### config.mk
export PLATFORM = sky130hd
export DESIGN_NAME = dc_ctrl_top
export DESIGN_NICKNAME = d
export VERILOG_FILES = /design/src/design/dc_ctrl_pkg.sv /design/src/design/wb_ctrl_regs.sv /design/src/design/pll_lock_monitor.sv /design/src/design/console_reset_gen.sv /design/src/design/status_led_ctrl.sv /design/src/design/dc_ctrl_top.sv
export VERILOG_INCLUDE_DIRS = /design/src /design/src/design
export SDC_FILE = /design/constraint.sdc
export NUM_CORES = 1
export LEC_CHECK = 0
export BUFFER_PORTS_ARGS = -buffer_cell sky130_fd_sc_hd__buf_2
export CORE_MARGIN = 8
export CORE_UTILIZATION = 27
export DETAILED_ROUTE_END_ITERATION = 16
export PLACE_DENSITY = 0.48
export SLEW_MARGIN = 15
export SYNTH_ARGS = -nofsm -noshare
export SYNTH_HDL_FRONTEND = slang
export SYNTH_SLANG_ARGS = --single-unit
export TNS_END_PERCENT = 30
### constraint.sdc
create_clock -name control_clock -period 7.14 [get_ports control_clock]
set_input_delay 0.714 -clock control_clock [delete_from_list [all_inputs] [get_ports control_clock]]
set_output_delay 0.714 -clock control_clock [all_outputs]
set_load 0.02 [all_outputs]
### src/design/dc_ctrl_params.svh
`ifndef DC_CTRL_PARAMS_SVH
`define DC_CTRL_PARAMS_SVH

//////////////////////////////////////////////////
// console reset timing
//////////////////////////////////////////////////

// cycles a reset line stays pulled after the first hold cycle
`define DC_RESET_HOLD_CYCLES 32'd40

// glow period is 2**DC_GLOW_BIT cycles, needs at least 4
`define DC_GLOW_BIT 6

//////////////////////////////////////////////////
// host register port
//////////////////////////////////////////////////

`define DC_WB_ADDR_W 4
`define DC_WB_DATA_W 32

// word addresses
`define DC_REG_CONTROL    4'd0
`define DC_REG_STATUS     4'd1
`define DC_REG_PLL54_LOSS 4'd2
`define DC_REG_HDMI_LOSS  4'd3

`endif

### src/design/dc_ctrl_pkg.sv
`include "dc_ctrl_params.svh"

package dc_ctrl_pkg;

    //////////////////////////////////////////////////
    // bus and counter vectors
    //////////////////////////////////////////////////

    typedef logic [`DC_WB_ADDR_W-1:0] wb_addr_t;
    typedef logic [`DC_WB_DATA_W-1:0] wb_data_t;

    // lock-loss event counter, wraps
    typedef logic [31:0] event_count_t;

    //////////////////////////////////////////////////
    // state encodings
    //////////////////////////////////////////////////

    // code 3 is treated like LED_MIRROR_OPT
    typedef enum logic [1:0] {
        LED_STATUS     = 2'd0,
        LED_MIRROR_DC  = 2'd1,
        LED_MIRROR_OPT = 2'd2
    } led_mode_t;

    typedef enum logic {
        RST_IDLE = 1'b0,
        RST_HOLD = 1'b1
    } hold_state_t;

endpackage

### src/design/wb_ctrl_regs.sv
`timescale 1ns/1ps
`include "dc_ctrl_params.svh"

module wb_ctrl_regs (
    input  logic                     control_clock,
    input  logic                     reset_dc,
    input  logic                     wb_cyc,
    input  logic                     wb_stb,
    input  logic                     wb_we,
    input  dc_ctrl_pkg::wb_addr_t    wb_adr,
    input  dc_ctrl_pkg::wb_data_t    wb_dat_w,
    input  logic                     pll54_lock_sync,
    input  logic                     hdmi_lock_sync,
    input  logic                     dc_nreset_pull,
    input  logic                     opt_nreset_pull,
    input  dc_ctrl_pkg::event_count_t pll54_loss_count,
    input  dc_ctrl_pkg::event_count_t hdmi_loss_count,
    output logic                     wb_ack,
    output dc_ctrl_pkg::wb_data_t    wb_dat_r,
    output logic                     dc_reset_req,
    output logic                     opt_reset_req,
    output logic                     pll54_loss_clr,
    output logic                     hdmi_loss_clr,
    output logic                     link_ready,
    output dc_ctrl_pkg::led_mode_t   led_mode
);

    import dc_ctrl_pkg::*;

    logic     access;
    logic     wr_strobe;
    wb_data_t control_rd;
    wb_data_t status_rd;

    // classic cycle, one ack per strobe, no wait states
    assign access    = wb_cyc && wb_stb && !wb_ack;
    assign wr_strobe = access && wb_we;

    always_ff @(posedge control_clock) begin
        if (reset_dc) begin
            wb_ack <= 1'b0;
        end else begin
            wb_ack <= access;
        end
    end

    //////////////////////////////////////////////////
    // control fields and request pulses
    //////////////////////////////////////////////////

    always_ff @(posedge control_clock) begin
        if (reset_dc) begin
            dc_reset_req   <= 1'b0;
            opt_reset_req  <= 1'b0;
            pll54_loss_clr <= 1'b0;
            hdmi_loss_clr  <= 1'b0;
            led_mode       <= LED_STATUS;
            link_ready     <= 1'b0;
        end else begin
            // pulses last only for the ack cycle
            dc_reset_req   <= 1'b0;
            opt_reset_req  <= 1'b0;
            pll54_loss_clr <= 1'b0;
            hdmi_loss_clr  <= 1'b0;
            if (wr_strobe) begin
                case (wb_adr)
                    `DC_REG_CONTROL: begin
                        dc_reset_req  <= wb_dat_w[0];
                        opt_reset_req <= wb_dat_w[1];
                        led_mode      <= led_mode_t'(wb_dat_w[3:2]);
                        link_ready    <= wb_dat_w[4];
                    end
                    `DC_REG_PLL54_LOSS: begin
                        pll54_loss_clr <= 1'b1;
                    end
                    `DC_REG_HDMI_LOSS: begin
                        hdmi_loss_clr <= 1'b1;
                    end
                    default: begin
                    end
                endcase
            end
        end
    end

    //////////////////////////////////////////////////
    // read path
    //////////////////////////////////////////////////

    // request bits are write-only, they read back as zero
    assign control_rd = {{(`DC_WB_DATA_W-5){1'b0}}, link_ready, led_mode, 2'b00};

    assign status_rd = {{(`DC_WB_DATA_W-4){1'b0}},
                        opt_nreset_pull, dc_nreset_pull,
                        hdmi_lock_sync, pll54_lock_sync};

    // data lines up with ack
    always_ff @(posedge control_clock) begin
        if (access) begin
            case (wb_adr)
                `DC_REG_CONTROL:    wb_dat_r <= control_rd;
                `DC_REG_STATUS:     wb_dat_r <= status_rd;
                `DC_REG_PLL54_LOSS: wb_dat_r <= pll54_loss_count;
                `DC_REG_HDMI_LOSS:  wb_dat_r <= hdmi_loss_count;
                default:            wb_dat_r <= '0;
            endcase
        end
    end

endmodule

### src/design/pll_lock_monitor.sv
`timescale 1ns/1ps

module pll_lock_monitor (
    input  logic                      control_clock,
    input  logic                      reset_dc,
    input  logic                      pll54_locked,
    input  logic                      pll_hdmi_locked,
    input  logic                      pll54_loss_clr,
    input  logic                      hdmi_loss_clr,
    output logic                      pll54_lock_sync,
    output logic                      hdmi_lock_sync,
    output dc_ctrl_pkg::event_count_t pll54_loss_count,
    output dc_ctrl_pkg::event_count_t hdmi_loss_count
);

    import dc_ctrl_pkg::*;

    // channel 0 is pll54, channel 1 is the hdmi pll
    logic [1:0]   lock_in;
    logic [1:0]   loss_clr;
    logic [1:0]   lock_meta;
    logic [1:0]   lock_sync;
    logic [1:0]   lock_prev;
    logic [1:0]   lock_loss;
    event_count_t loss_count [2];

    assign lock_in  = {pll_hdmi_locked, pll54_locked};
    assign loss_clr = {hdmi_loss_clr, pll54_loss_clr};

    //////////////////////////////////////////////////
    // two-flop synchronizers plus edge history
    //////////////////////////////////////////////////

    always_ff @(posedge control_clock) begin
        if (reset_dc) begin
            lock_meta <= 2'b00;
            lock_sync <= 2'b00;
            lock_prev <= 2'b00;
        end else begin
            lock_meta <= lock_in;
            lock_sync <= lock_meta;
            lock_prev <= lock_sync;
        end
    end

    // falling edge of the synced lock only
    assign lock_loss = lock_prev & ~lock_sync;

    //////////////////////////////////////////////////
    // loss counters
    //////////////////////////////////////////////////

    always_ff @(posedge control_clock) begin
        for (int i = 0; i < 2; i++) begin
            if (reset_dc) begin
                loss_count[i] <= '0;
            end else if (loss_clr[i]) begin
                // host clear beats a loss on the same edge
                loss_count[i] <= '0;
            end else if (lock_loss[i]) begin
                loss_count[i] <= loss_count[i] + 1'b1;
            end
        end
    end

    assign pll54_lock_sync  = lock_sync[0];
    assign hdmi_lock_sync   = lock_sync[1];
    assign pll54_loss_count = loss_count[0];
    assign hdmi_loss_count  = loss_count[1];

endmodule

### src/design/console_reset_gen.sv
`timescale 1ns/1ps
`include "dc_ctrl_params.svh"

module console_reset_gen (
    input  logic control_clock,
    input  logic reset_dc,
    input  logic reset_req,
    output logic nreset_pull
);

    import dc_ctrl_pkg::*;

    hold_state_t state;
    logic [31:0] hold_count;

    //////////////////////////////////////////////////
    // hold FSM
    //////////////////////////////////////////////////

    // line is pulled for hold count + 1 cycles
    always_ff @(posedge control_clock) begin
        if (reset_dc) begin
            state      <= RST_IDLE;
            hold_count <= '0;
        end else if (reset_req) begin
            // a new request restarts the hold
            state      <= RST_HOLD;
            hold_count <= '0;
        end else begin
            case (state)
                RST_IDLE: begin
                    hold_count <= '0;
                end
                RST_HOLD: begin
                    if (hold_count == `DC_RESET_HOLD_CYCLES) begin
                        state <= RST_IDLE;
                    end else begin
                        hold_count <= hold_count + 1'b1;
                    end
                end
                default: begin
                    state <= RST_IDLE;
                end
            endcase
        end
    end

    // 1 enables the open-drain driver, pin goes low
    assign nreset_pull = (state == RST_HOLD);

endmodule

### src/design/status_led_ctrl.sv
`timescale 1ns/1ps
`include "dc_ctrl_params.svh"

module status_led_ctrl (
    input  logic                   control_clock,
    input  logic                   reset_dc,
    input  dc_ctrl_pkg::led_mode_t led_mode,
    input  logic                   hdmi_lock_sync,
    input  logic                   link_ready,
    input  logic                   dc_nreset_pull,
    input  logic                   opt_nreset_pull,
    output logic                   status_led_out,
    output logic                   status_led_oe
);

    import dc_ctrl_pkg::*;

    localparam int GLOW_W  = `DC_GLOW_BIT;
    localparam int LEVEL_W = 3;

    logic [GLOW_W-1:0]  glow_cnt;
    logic [LEVEL_W-1:0] glow_level;
    logic [LEVEL_W:0]   pwm_acc;
    logic               glow;

    //////////////////////////////////////////////////
    // slow glow
    //////////////////////////////////////////////////

    // top bit picks ramp direction, next bits set the duty
    assign glow_level = glow_cnt[GLOW_W-2 -: LEVEL_W] ^ {LEVEL_W{glow_cnt[GLOW_W-1]}};

    always_ff @(posedge control_clock) begin
        if (reset_dc) begin
            glow_cnt <= '0;
            pwm_acc  <= '0;
        end else begin
            glow_cnt <= glow_cnt + 1'b1;
            // first-order delta-sigma, carry out is the PWM bit
            pwm_acc  <= {1'b0, pwm_acc[LEVEL_W-1:0]} + {1'b0, glow_level};
        end
    end

    assign glow = pwm_acc[LEVEL_W];

    //////////////////////////////////////////////////
    // LED mode select
    //////////////////////////////////////////////////

    // LED is active low, reset leaves it dark
    always_ff @(posedge control_clock) begin
        if (reset_dc) begin
            status_led_out <= 1'b1;
            status_led_oe  <= 1'b1;
        end else begin
            case (led_mode)
                LED_STATUS: begin
                    status_led_oe <= 1'b1;
                    if (!hdmi_lock_sync) begin
                        status_led_out <= 1'b1;
                    end else if (link_ready) begin
                        status_led_out <= 1'b0;
                    end else begin
                        // locked, link not up yet
                        status_led_out <= ~glow;
                    end
                end
                LED_MIRROR_DC: begin
                    status_led_out <= 1'b0;
                    status_led_oe  <= dc_nreset_pull;
                end
                default: begin
                    // mirror opt, also for code 3
                    status_led_out <= 1'b0;
                    status_led_oe  <= opt_nreset_pull;
                end
            endcase
        end
    end

endmodule

### src/design/dc_ctrl_top.sv
`timescale 1ns/1ps

module dc_ctrl_top (
    input  logic                  control_clock,
    input  logic                  reset_dc,
    input  logic                  pll54_locked,
    input  logic                  pll_hdmi_locked,
    input  logic                  wb_cyc,
    input  logic                  wb_stb,
    input  logic                  wb_we,
    input  dc_ctrl_pkg::wb_addr_t wb_adr,
    input  dc_ctrl_pkg::wb_data_t wb_dat_w,
    output logic                  wb_ack,
    output dc_ctrl_pkg::wb_data_t wb_dat_r,
    output logic                  dc_nreset_pull,
    output logic                  opt_nreset_pull,
    output logic                  status_led_out,
    output logic                  status_led_oe
);

    import dc_ctrl_pkg::*;

    logic         dc_reset_req;
    logic         opt_reset_req;
    logic         pll54_loss_clr;
    logic         hdmi_loss_clr;
    logic         link_ready;
    led_mode_t    led_mode;
    logic         pll54_lock_sync;
    logic         hdmi_lock_sync;
    event_count_t pll54_loss_count;
    event_count_t hdmi_loss_count;

    //////////////////////////////////////////////////
    // host side and lock inputs
    //////////////////////////////////////////////////

    wb_ctrl_regs u_regs (
        .control_clock    (control_clock),
        .reset_dc         (reset_dc),
        .wb_cyc           (wb_cyc),
        .wb_stb           (wb_stb),
        .wb_we            (wb_we),
        .wb_adr           (wb_adr),
        .wb_dat_w         (wb_dat_w),
        .pll54_lock_sync  (pll54_lock_sync),
        .hdmi_lock_sync   (hdmi_lock_sync),
        .dc_nreset_pull   (dc_nreset_pull),
        .opt_nreset_pull  (opt_nreset_pull),
        .pll54_loss_count (pll54_loss_count),
        .hdmi_loss_count  (hdmi_loss_count),
        .wb_ack           (wb_ack),
        .wb_dat_r         (wb_dat_r),
        .dc_reset_req     (dc_reset_req),
        .opt_reset_req    (opt_reset_req),
        .pll54_loss_clr   (pll54_loss_clr),
        .hdmi_loss_clr    (hdmi_loss_clr),
        .link_ready       (link_ready),
        .led_mode         (led_mode)
    );

    pll_lock_monitor u_lock_mon (
        .control_clock    (control_clock),
        .reset_dc         (reset_dc),
        .pll54_locked     (pll54_locked),
        .pll_hdmi_locked  (pll_hdmi_locked),
        .pll54_loss_clr   (pll54_loss_clr),
        .hdmi_loss_clr    (hdmi_loss_clr),
        .pll54_lock_sync  (pll54_lock_sync),
        .hdmi_lock_sync   (hdmi_lock_sync),
        .pll54_loss_count (pll54_loss_count),
        .hdmi_loss_count  (hdmi_loss_count)
    );

    //////////////////////////////////////////////////
    // console reset lines
    //////////////////////////////////////////////////

    console_reset_gen dc_reset_gen (
        .control_clock (control_clock),
        .reset_dc      (reset_dc),
        .reset_req     (dc_reset_req),
        .nreset_pull   (dc_nreset_pull)
    );

    console_reset_gen opt_reset_gen (
        .control_clock (control_clock),
        .reset_dc      (reset_dc),
        .reset_req     (opt_reset_req),
        .nreset_pull   (opt_nreset_pull)
    );

    //////////////////////////////////////////////////
    // status LED
    //////////////////////////////////////////////////

    status_led_ctrl u_led (
        .control_clock   (control_clock),
        .reset_dc        (reset_dc),
        .led_mode        (led_mode),
        .hdmi_lock_sync  (hdmi_lock_sync),
        .link_ready      (link_ready),
        .dc_nreset_pull  (dc_nreset_pull),
        .opt_nreset_pull (opt_nreset_pull),
        .status_led_out  (status_led_out),
        .status_led_oe   (status_led_oe)
    );

endmodule

==> results of run 1 <==
-- cells in the final DEF (no fill, tap or decap), types with 12 or more instances in the layout --
master	netlist	routed
sky130_fd_sc_hd__and3_1	16	16
sky130_fd_sc_hd__edfxtp_1	96	96
sky130_fd_sc_hd__o21ai_0	33	32
sky130_fd_sc_hd__buf_2	3	52
sky130_fd_sc_hd__nor2b_1	13	13
sky130_fd_sc_hd__or3_1	23	23
sky130_fd_sc_hd__o31ai_1	45	45
sky130_fd_sc_hd__clkbuf_16	0	17
sky130_fd_sc_hd__inv_1	21	21
sky130_fd_sc_hd__nor4_1	14	14
sky130_fd_sc_hd__a21oi_1	80	80
sky130_fd_sc_hd__nand3_1	39	39
sky130_fd_sc_hd__xor2_1	34	34
sky130_fd_sc_hd__or4_1	51	51
sky130_fd_sc_hd__and4_1	19	19
sky130_fd_sc_hd__a22o_1	27	27
sky130_fd_sc_hd__nand2_1	55	53
sky130_fd_sc_hd__xnor2_1	16	16
sky130_fd_sc_hd__and2_1	12	12
sky130_fd_sc_hd__nor2_1	60	60
sky130_fd_sc_hd__nand4_1	43	43
sky130_fd_sc_hd__dfxtp_1	92	92
-- worst register-to-register path, stage by stage (launching register included) --
cell                       delay [ps]
sky130_fd_sc_hd__edfxtp_1         460
sky130_fd_sc_hd__and3_1           320
sky130_fd_sc_hd__nand4_1          840
sky130_fd_sc_hd__or4_1            800
sky130_fd_sc_hd__a21oi_1          160
-- cells in the mapped netlist (all sizes together) (19+ instances only) --
cell,instances
a21oi,80
a22o,28
and4,19
clkbuf,39
dfxtp,92
edfxtp,96
inv,21
nand2,55
nand3,39
nand4,44
nor2,60
o21ai,33
o31ai,45
or3,24
or4,52
xor2,34
-- routing by layer --
| metal | GRT usage | vias to the layer above | wire (um) |
|---|---|---|---|
| li1 | - | 3554 | - |
| met1 | 0.159 | 3438 | 11300 |
| met2 | 0.174 | 108 | 9860 |
| met3 | 0.0219 | 16 | 856 |
| met4 | 0.0420 | 0 | 311 |
| met5 | 0 | - | 0 |
-- sequential cells by signal, summed over array words and instances (netlist names), 2 cells and up --
name                      flops
u_regs.led_mode               2
u_lock_mon.lock_sync          2
u_led.pwm_acc                 4
u_regs.wb_dat_r              32
u_lock_mon.lock_prev          2
u_lock_mon.loss_count        64
u_lock_mon.lock_meta          2
u_led.glow_cnt                6
dc_reset_gen.hold_count      32
opt_reset_gen.hold_count     32
-- area by class of cell --
type	count	area (um^2)
well taps	448	561
inverters	21	78.8
clock buffers	18	429
clock inverters	14	148
repair buffers	60	320
multi-input cells	650	4150
flip-flops and latches	188	4720
fillers	3522	23000
-- through the flow --
stage	std cells	power [mW]	utilization	hold slack, ps
5_1_grt	1399	2.31	0.312	453
3_3_place_gp	1367	1.30	0.295	438
6_report	1399	2.23	0.312	440
3_5_place_dp	1367	1.30	0.295	440
2_1_floorplan	905	1.26	-	414
4_1_cts	1399	2.26	0.312	439
-- power groups by stage --
stage | sequential [mW] | combinational [mW] | clock (mW)
floorplan | 1.22 | 0.0424 | 0
global placement | 1.22 | 0.0794 | 0
detailed placement | 1.22 | 0.0804 | 0
CTS | 1.20 | 0.0807 | 0.989
global route | 1.20 | 0.0880 | 1.03
finish | 1.19 | 0.0791 | 0.959
-- worst paths after layout --
| path | from | to | slack, ps | depth (start not counted) |
|---|---|---|---|---|
| worst min-delay path | u_regs.dc_reset_req$_SDFF_PP0_ | dc_reset_gen.nreset_pull$_SDFF_PP0_ | 440 | 2 |
| worst max register to register | u_lock_mon.loss_count[1][7]$_SDFFCE_PN0P_ | u_lock_mon.loss_count[1][30]$_SDFFCE_PN0P_ | 4400 | 4 |
| worst max-delay path | u_lock_mon.loss_count[1][7]$_SDFFCE_PN0P_ | u_lock_mon.loss_count[1][30]$_SDFFCE_PN0P_ | 4400 | 4 |
| worst min register to register | u_regs.dc_reset_req$_SDFF_PP0_ | dc_reset_gen.nreset_pull$_SDFF_PP0_ | 440 | 2 |
-- logic make-up after synthesis --
logic type / count (synthesis) / share of synthesized area
AO/OA/AOI/OAI: 205 / 0.143
buffers and inverters: 67 / 0.0295
adder cells (fa/ha/maj): 11 / 0.0159
multiplexers: 3 / 0.00330
AND/OR/NAND/NOR: 381 / 0.241
XOR/XNOR: 50 / 0.0481
flip-flops: 188 / 0.519
==> flow_metrics.tcl, run 1 <==
set metrics [dict create \
    run_status "complete, no violations" \
    ys.warnings.count 0 \
    die_w_um 200 \
    die_h_um 200 \
    power.leakage_nw 3.25 \
    cts_max_path_buffers 2 \
    drt.antenna.violating_nets 0 \
    synth_cell_types 49 \
    synthesis.instances 905 \
    power_density_nw_per_um2 214 \
    syn_avg_cell_area_um2 10.1 \
    worstSetupPathType "reg2reg" \
    synth.cell_area_um2 9110 \
    fraction_of_synthesis_flops_using_an_asynchronous_set_or_reset_pin 0 \
    setup_viol_count_final 0 \
    final_max_slew_viol_count 0 \
    total_routed_wirelength_um 22300 \
    share_of_synthesized_area_occupied_by_flip_flops_and_latches 0.519 \
    worst_slew_pin_slew_ps 1040 \
    design.final.nets 992 \
    hold_vio_cnt_final 0 \
    p_comb_frac 0.035 \
    ys.flop_type "sky130_fd_sc_hd__edfxtp_1" \
    start_util 0.273 \
    wire_length_of_the_first_global_routing_pass_um 36500 \
    ctsResizeCount 0 \
    p_switching_uw 545 \
    post-cts-setup-buffer-count 0 \
    io_buffers 52 \
    synth_top_cells_by_area "sky130_fd_sc_hd__edfxtp_1, sky130_fd_sc_hd__dfxtp_1, sky130_fd_sc_hd__a21oi_1" \
    critical_path.endpoint_type "flop" \
    timing.final.crit_share 0.383 \
    rsz0062_at_grt "no" \
    fp.dieArea_um2 39900 \
    drt-pass1-iter-count 4 \
    diode_count 0 \
    core_region_um2 33400 \
    antenna_found_initial 0 \
    pin_count 80 \
    achievable-frequency_ghz 0.365 \
    power.share.sequential 0.535 \
    p_int_mw 1.69 \
    synth.ff_latch_count 188 \
    dp_hpwl_um 14900 \
    cp_slowest_cell "sky130_fd_sc_hd__nand4_1" \
    critical_path.cell_chain "and3_1, nand4_1, or4_1, a21oi_1" \
    worstPathRequired_ps 7420 \
    final_layout_size_suffix_gt1_frac 0.106 \
    first_global_vias 6749 \
    startpoint_type "flop" \
    timing.critical_path.buf_inv 0 \
    ctsRootBufferMaster "sky130_fd_sc_hd__clkbuf_16" \
    dpl_cell_area_um2 9830 \
    insertion_delay_ps 450 \
    synth_top_cell_area_share 0.316 \
    h-tree-depth 4 \
    worst_setup_hold_path_clk_slew_ps 80 \
    grt_start_max_net_pins 34 \
    post_dr_vias_cell 5.09 \
    final.min_clock_period_ps 2740 \
    synth_edf_count 96 \
    cp_max_fo 28 \
    gr-usage-all-layers 0.114 \
    maxSlewHeadroom 0.302 \
    power.share.switching 0.244 \
    timing.critical_path.max_delay_family "simple AND/OR/NAND/NOR gates" \
    min-delay-path-class "reg2reg" \
    critical_path.max_stage_delay_ps 840 \
    max_cap_viol_count 0 \
    fin_setup_tns_ps 0 \
    cts.sinks 188 \
    worst_clock_skew_ps 14.1 \
    place_worst_setup_slack_ps 4390 \
    wire_per_inst_um 15.9 \
    placementRows 67 \
    cts_hold_buf 0 \
    timing.final.ws_setup_ps 4400 \
    arrival_ps 3020 \
    number_of_vias_in_the_routed_layout 7116 \
    netlist.top_cell.by_area "sky130_fd_sc_hd__edfxtp_1" \
    gp_congestion 0.725 \
    post-route-drc-count 0 \
    synth_fp_nets 959 \
    power.share.clock 0.429 \
    area_growth_syn_to_layout_pct 14.2 \
    power.ir.vdd_worst_uv 154 \
    detailedRoute.firstIterationViolations 438 \
    stdcell_area_um2 10400 \
    tritoncts_clock_tree "done" \
    cts-buffers-inserted 17 \
    grt-ovfl-total 0 \
]
(Power assumes the default switching activity.)
==> inputs of run 2 (changes only) <==
==> constraint.sdc (replaced) <==
create_clock -name control_clock -period 2.72 [get_ports control_clock]
set_input_delay 0.272 -clock control_clock [delete_from_list [all_inputs] [get_ports control_clock]]
set_output_delay 0.272 -clock control_clock [all_outputs]
set_load 0.02 [all_outputs]
==> run 2 against run 1 <==
  * Via count grew 0.48%
  * Clock skew decreased by 1.8 ps
  * Global-route usage down 0.22 points
  * First-iteration DRC count shrank 6.6%
  * Core utilization increased by 0.39 points
  * Critical path depth is the same
  * Combinational power grew to 2.7 times the previous value
  * Non-clock buffer count up 14
  * Worst hold slack got worse by 370 ps
  * Cell area is 1.3% higher
  * Maximum frequency increased by 20%
  * Sequential share of layout area is 0.56 points lower
  * Critical endpoint is now u_lock_mon.loss_count[0][31]$_SDFFCE_PN0P_
==> flow_metrics.tcl, run 2 (synthesis gave the netlist of run 1 again) <==
set metrics [dict create \
    post_dr_vias_cell 5.06 \
    worst_slew_pin_slew_ps 573 \
    commonest_non_fill_non_tap_cell_in_the_layout "sky130_fd_sc_hd__edfxtp_1" \
    achievable-frequency_ghz 0.440 \
    use_met1 0.159 \
    sequential_cell_area_um2 4720 \
    regMostFlops "u_lock_mon.loss_count" \
    timing.final.crit_share 0.836 \
    ctsResizeCount 0 \
    io_buffers 52 \
    cts-buffers-inserted 17 \
    final_layout_size_suffix_gt1_frac 0.116 \
    antenna_found_initial 0 \
    place_worst_setup_slack_ps 462 \
    core_region_um2 33400 \
    globalRouteMet3Util 0.0229 \
    worst_setup_hold_path_clk_slew_ps 70 \
    critical_path.cell_chain "nand4_4, or4_1, or4_1, a21oi_1" \
    tritoncts_clock_tree "done" \
    area_growth_syn_to_layout_pct 15.7 \
    hold_depth 2 \
    grt_start_max_net_pins 34 \
    placementRows 67 \
    globalRouteMet2Util 0.169 \
    power_density_nw_per_um2 567 \
    fin_setup_tns_ps 0 \
    ctsRootBufferMaster "sky130_fd_sc_hd__clkbuf_16" \
    rsz0062_at_grt "no" \
    startpoint_type "flop" \
    cp_slowest_cell "sky130_fd_sc_hd__or4_1" \
    insertion_delay_ps 440 \
    critical_path.endpoint_type "flop" \
    die_h_um 200 \
    number_of_vias_in_the_routed_layout 7150 \
    cts_hold_buf 0 \
    total_routed_wirelength_um 22400 \
    worst-r2r-cell-count 4 \
    most-common-layout-cells "sky130_fd_sc_hd__edfxtp_1, sky130_fd_sc_hd__dfxtp_1, sky130_fd_sc_hd__a21oi_1" \
    power.total_mw 5.98 \
    start_util 0.273 \
    detailedRoute.firstIterationViolations 409 \
    fp.dieArea_um2 39900 \
    die_w_um 200 \
    min-delay-path-class "in2reg" \
    drt.antenna.violating_nets 0 \
    worstSetupPathType "reg2reg" \
    power.ir.vdd_worst_uv 378 \
    dp_hpwl_um 15300 \
    h-tree-depth 4 \
    gr-usage-all-layers 0.112 \
    first_global_vias 6718 \
    hold_vio_cnt_final 0 \
    setup_viol_count_final 0 \
    gp_congestion 0.762 \
    final_core_utilization 0.316 \
    wire_per_inst_um 15.9 \
    pin_count 80 \
    timing.final.ws_setup_ps 446 \
    max_cap_viol_count 0 \
    final.min_clock_period_ps 2270 \
    filler_cell_count 3500 \
    power.leakage_nw 3.33 \
    cts.sinks 188 \
    critical_path.max_stage_delay_ps 760 \
    maxSlewHeadroom 0.617 \
    critical_path.most_common_cell "sky130_fd_sc_hd__or4_1" \
    multi_input_area_um2 4140 \
    cts_max_path_buffers 2 \
    regToRegSetupSlack_ps 450 \
    worstPathRequired_ps 3010 \
    cp_max_fo 10 \
    worst_clock_skew_ps 12.3 \
    post-route-drc-count 0 \
    diode_count 0 \
    final_max_slew_viol_count 0 \
    post-cts-setup-buffer-count 0 \
    wire_length_of_the_first_global_routing_pass_um 35900 \
    largest_register_ff_count 64 \
    arrival_ps 2570 \
    grt-ovfl-total 0 \
    drt-pass1-iter-count 5 \
    run_status "complete, no violations" \
    grt_busiest_layer "met2" \
    design.final.nets 1006 \
]
[run 2: path summary, 6_finish.rpt]
path / from / to
worst max-delay path: u_lock_mon.loss_count[0][5]$_SDFFCE_PN0P_ / u_lock_mon.loss_count[0][31]$_SDFFCE_PN0P_
worst min-delay path: pll54_locked / u_lock_mon.lock_meta[0]$_SDFF_PP0_
worst max register to register: u_lock_mon.loss_count[0][5]$_SDFFCE_PN0P_ / u_lock_mon.loss_count[0][31]$_SDFFCE_PN0P_
worst min register to register: u_lock_mon.lock_meta[0]$_SDFF_PP0_ / u_lock_mon.lock_sync[0]$_SDFF_PP0_
[run 2: area by class of cell]
class	instances	area share
Clock buffer	20	0.0455
Clock inverter	12	0.0121
Inverter	21	0.00748
Multi-Input combinational cell	650	0.393
Sequential cell	188	0.448
Tap cell	448	0.0532
Timing Repair Buffer	74	0.0404
[run 2: through the flow]
stage	instances	instance area, um^2	hold WS, ps
after floorplan	905	9110	400
final	1413	10500	70.6
after global routing	1413	10500	54.3
after global placement	1381	9930	421
after detailed placement	1381	9930	434
after CTS	1413	10500	50.2
[run 2: critical path: cells and delay by family (launching register included)]
kind             cells  cell delay [ps]
AO/OA/AOI/OAI        1              150
AND/OR/NAND/NOR      3             1490
flip-flops           1              500
[run 2: power breakdown]
group          switching, mW  total (mW)  internal, mW
clock network           1.16        2.63          1.47
registers             0.0857        3.14          3.05
logic                  0.134       0.210        0.0764
[run 2: metal layers]
metal | part of all wire | vias up
met5 | 0 | -
met4 | 0.011 | 0
met3 | 0.037 | 11
met2 | 0.44 | 101
met1 | 0.51 | 3460
li1 | - | 3578
==> inputs of run 3 (changes only) <==
==> constraint.sdc (replaced) <==
create_clock -name control_clock -period 2.2 [get_ports control_clock]
set_input_delay 0.22 -clock control_clock [delete_from_list [all_inputs] [get_ports control_clock]]
set_output_delay 0.22 -clock control_clock [all_outputs]
set_load 0.02 [all_outputs]
==> run 3 against run 2 <==
  * Clock skew increased by 4.5 ps
  * Global-route usage increased by 0.47 points
  * Wire length increased by 2.3%
  * Power increased by 19%
  * Critical path type unchanged
  * Maximum frequency increased by 10%
  * Clock power increased by 11%
  * Largest cell class unchanged
  * Cell count increased by 3.3%
  * Critical endpoint is now u_lock_mon.loss_count[0][17]$_SDFFCE_PN0P_
==> flow_metrics.tcl, run 3 (synthesis gave the netlist of run 1 again) <==
set metrics [dict create \
    gp_congestion 0.750 \
    most-common-layout-cells "sky130_fd_sc_hd__edfxtp_1, sky130_fd_sc_hd__dfxtp_1, sky130_fd_sc_hd__a21oi_1" \
    multi_input_area_um2 4150 \
    hold_depth 2 \
    wire_length_of_the_first_global_routing_pass_um 37300 \
    start_util 0.273 \
    io_buffers 52 \
    worst_setup_hold_path_clk_slew_ps 70 \
    dp_hpwl_um 16100 \
    critical_path.max_stage_delay_ps 670 \
    cp_slowest_cell "sky130_fd_sc_hd__or4_1" \
    filler_cell_count 3514 \
    grt_start_max_net_pins 34 \
    worstPathRequired_ps 2480 \
    setup_viol_count_final 0 \
    holdPathEnd "u_regs.dc_reset_req$_SDFF_PP0_" \
    worst_slew_pin_slew_ps 885 \
    design.final.nets 1053 \
    post_dr_vias_cell 4.93 \
    first_global_vias 7124 \
    worst-r2r-cell-count 5 \
    timing.critical_path.buf_inv 1 \
    run_status "complete, no violations" \
    detailedRoute.firstIterationViolations 360 \
    commonest_non_fill_non_tap_cell_in_the_layout "sky130_fd_sc_hd__edfxtp_1" \
    power.share.sequential 0.542 \
    fin_setup_tns_ps 0 \
    power_density_nw_per_um2 653 \
    globalRouteMet3Util 0.0243 \
    p_switching_mw 1.74 \
    drt-pass1-iter-count 5 \
    min-delay-path-class "in2reg" \
    worst_r2r_startpoint "u_lock_mon.loss_count[0][8]$_SDFFCE_PN0P_" \
    timing.final.ws_setup_ps 135 \
    number_of_vias_in_the_routed_layout 7195 \
    cts.sinks 188 \
    r2r-end "u_lock_mon.loss_count[0][17]$_SDFFCE_PN0P_" \
    cts_max_path_buffers 2 \
    final.min_clock_period_ps 2060 \
    wire_per_inst_um 15.7 \
    power.ir.vdd_worst_uv 544 \
    insertion_delay_ps 440 \
    worstSetupPathType "reg2reg" \
    timing.critical_path.max_delay_family "simple AND/OR/NAND/NOR gates" \
    die_h_um 200 \
    power.leakage_nw 3.54 \
    timing.final.crit_share 0.939 \
    drt.antenna.violating_nets 0 \
    power.share.switching 0.244 \
    die_w_um 200 \
    critical_path.cell_chain "nand4_4, buf_4, or4_1, or3_1, a21oi_1" \
    p_comb_frac 0.046 \
    power.share.clock 0.412 \
    regToRegSetupSlack_ps 140 \
    worst_hold_startpoint "wb_dat_w[0]" \
    cp_max_fo 7 \
    worst_clock_skew_ps 16.8 \
    area_growth_syn_to_layout_pct 19.4 \
    grt_busiest_layer "met2" \
    grt-ovfl-total 0 \
    critical_path_depth 5 \
    pin_count 80 \
    sequential_cell_area_um2 4730 \
    hold_vio_cnt_final 0 \
    gr-usage-all-layers 0.117 \
    fp.dieArea_um2 39900 \
    max_cap_viol_count 0 \
    total_routed_wirelength_um 22900 \
    diode_count 0 \
    place_worst_setup_slack_ps 59.5 \
    core_region_um2 33400 \
    post-cts-setup-buffer-count 0 \
    placementRows 67 \
    rsz0062_at_grt "no" \
    dp_cells 1426 \
    critical_path.endpoint_type "flop" \
    cts-buffers-inserted 17 \
    arrival_ps 2340 \
    use_met1 0.160 \
    startpoint_type "flop" \
    tritoncts_clock_tree "done" \
    p_int_mw 5.37 \
    antenna_found_initial 0 \
    final_layout_size_suffix_gt1_frac 0.157 \
    h-tree-depth 4 \
    post-route-drc-count 0 \
    globalRouteMet2Util 0.181 \
    final_max_slew_viol_count 0 \
    regMostFlops "u_lock_mon.loss_count" \
    layout.cells.non_filler 1460 \
    maxSlewHeadroom 0.410 \
    largest_register_ff_count 64 \
    ctsRootBufferMaster "sky130_fd_sc_hd__clkbuf_16" \
    achievable-frequency_ghz 0.484 \
]
[run 3: cell count changes in the layout (fill, tap and decap cells not counted), sizes merged]
cell         previous run  this run
dlygate4sd3             0         2
bufinv                  2         0
buf                    74       119
clkinvlp                0         2
inv                    26        29
clkbuf                 20        17
[run 3: layout make-up]
| type | instances | share of cell area |
|---|---|---|
| timing repair buffer | 121 | 0.0758 |
| inverter | 21 | 0.00725 |
| sequential | 188 | 0.435 |
| clock inverter | 15 | 0.0105 |
| tap | 448 | 0.0515 |
| multi-input combinational | 650 | 0.381 |
| clock buffer | 17 | 0.0391 |
[run 3: timing repair]
action / CTS / global route
endpoints found under the hold margin: 2 / 0
resized for setup: 0 / 3
hold buffers: 2 / 0
endpoints found under the setup margin: 0 / 3
[run 3: through the flow]
stage	total power [mW]	utilization	instance area [um^2]	hold WS (ps)
finish	7.11	0.326	10900	30.3
global route	7.40	0.326	10900	4.96
CTS	7.23	0.326	10900	6.86
detailed placement	4.27	0.309	10300	436
global placement	4.26	0.309	10300	432
floorplan	4.09	-	9110	348
[run 3: routing by layer]
| metal | routed length [um] | up-vias |
|---|---|---|
| met1 | 11600 | 3400 |
| met2 | 10200 | 100 |
| met4 | 310 | 0 |
| met3 | 891 | 17 |
| met5 | 0 | - |
| li1 | - | 3678 |
[run 3: power by group through the flow]
stage	registers [mW]	clock network, mW	logic [mW]
finish	3.85	2.92	0.329
global route	3.87	3.17	0.363
CTS	3.85	3.04	0.335
detailed placement	3.93	0	0.332
global placement	3.93	0	0.329
floorplan	3.95	0	0.138
[run 3: how the worst max path moves through the flow]
stage	start	to
after floorplan	u_regs.wb_ack$_SDFF_PP0_	u_regs.led_mode[0]$_SDFFE_PP0P_
after global placement	u_lock_mon.loss_count[0][8]$_SDFFCE_PN0P_	u_lock_mon.loss_count[0][31]$_SDFFCE_PN0P_
after detailed placement	u_lock_mon.loss_count[0][8]$_SDFFCE_PN0P_	u_lock_mon.loss_count[0][31]$_SDFFCE_PN0P_
after CTS	u_lock_mon.loss_count[0][8]$_SDFFCE_PN0P_	u_lock_mon.loss_count[0][31]$_SDFFCE_PN0P_
after global routing	u_lock_mon.loss_count[0][0]$_SDFFCE_PN0P_	u_lock_mon.loss_count[0][26]$_SDFFCE_PN0P_
final	u_lock_mon.loss_count[0][8]$_SDFFCE_PN0P_	u_lock_mon.loss_count[0][17]$_SDFFCE_PN0P_
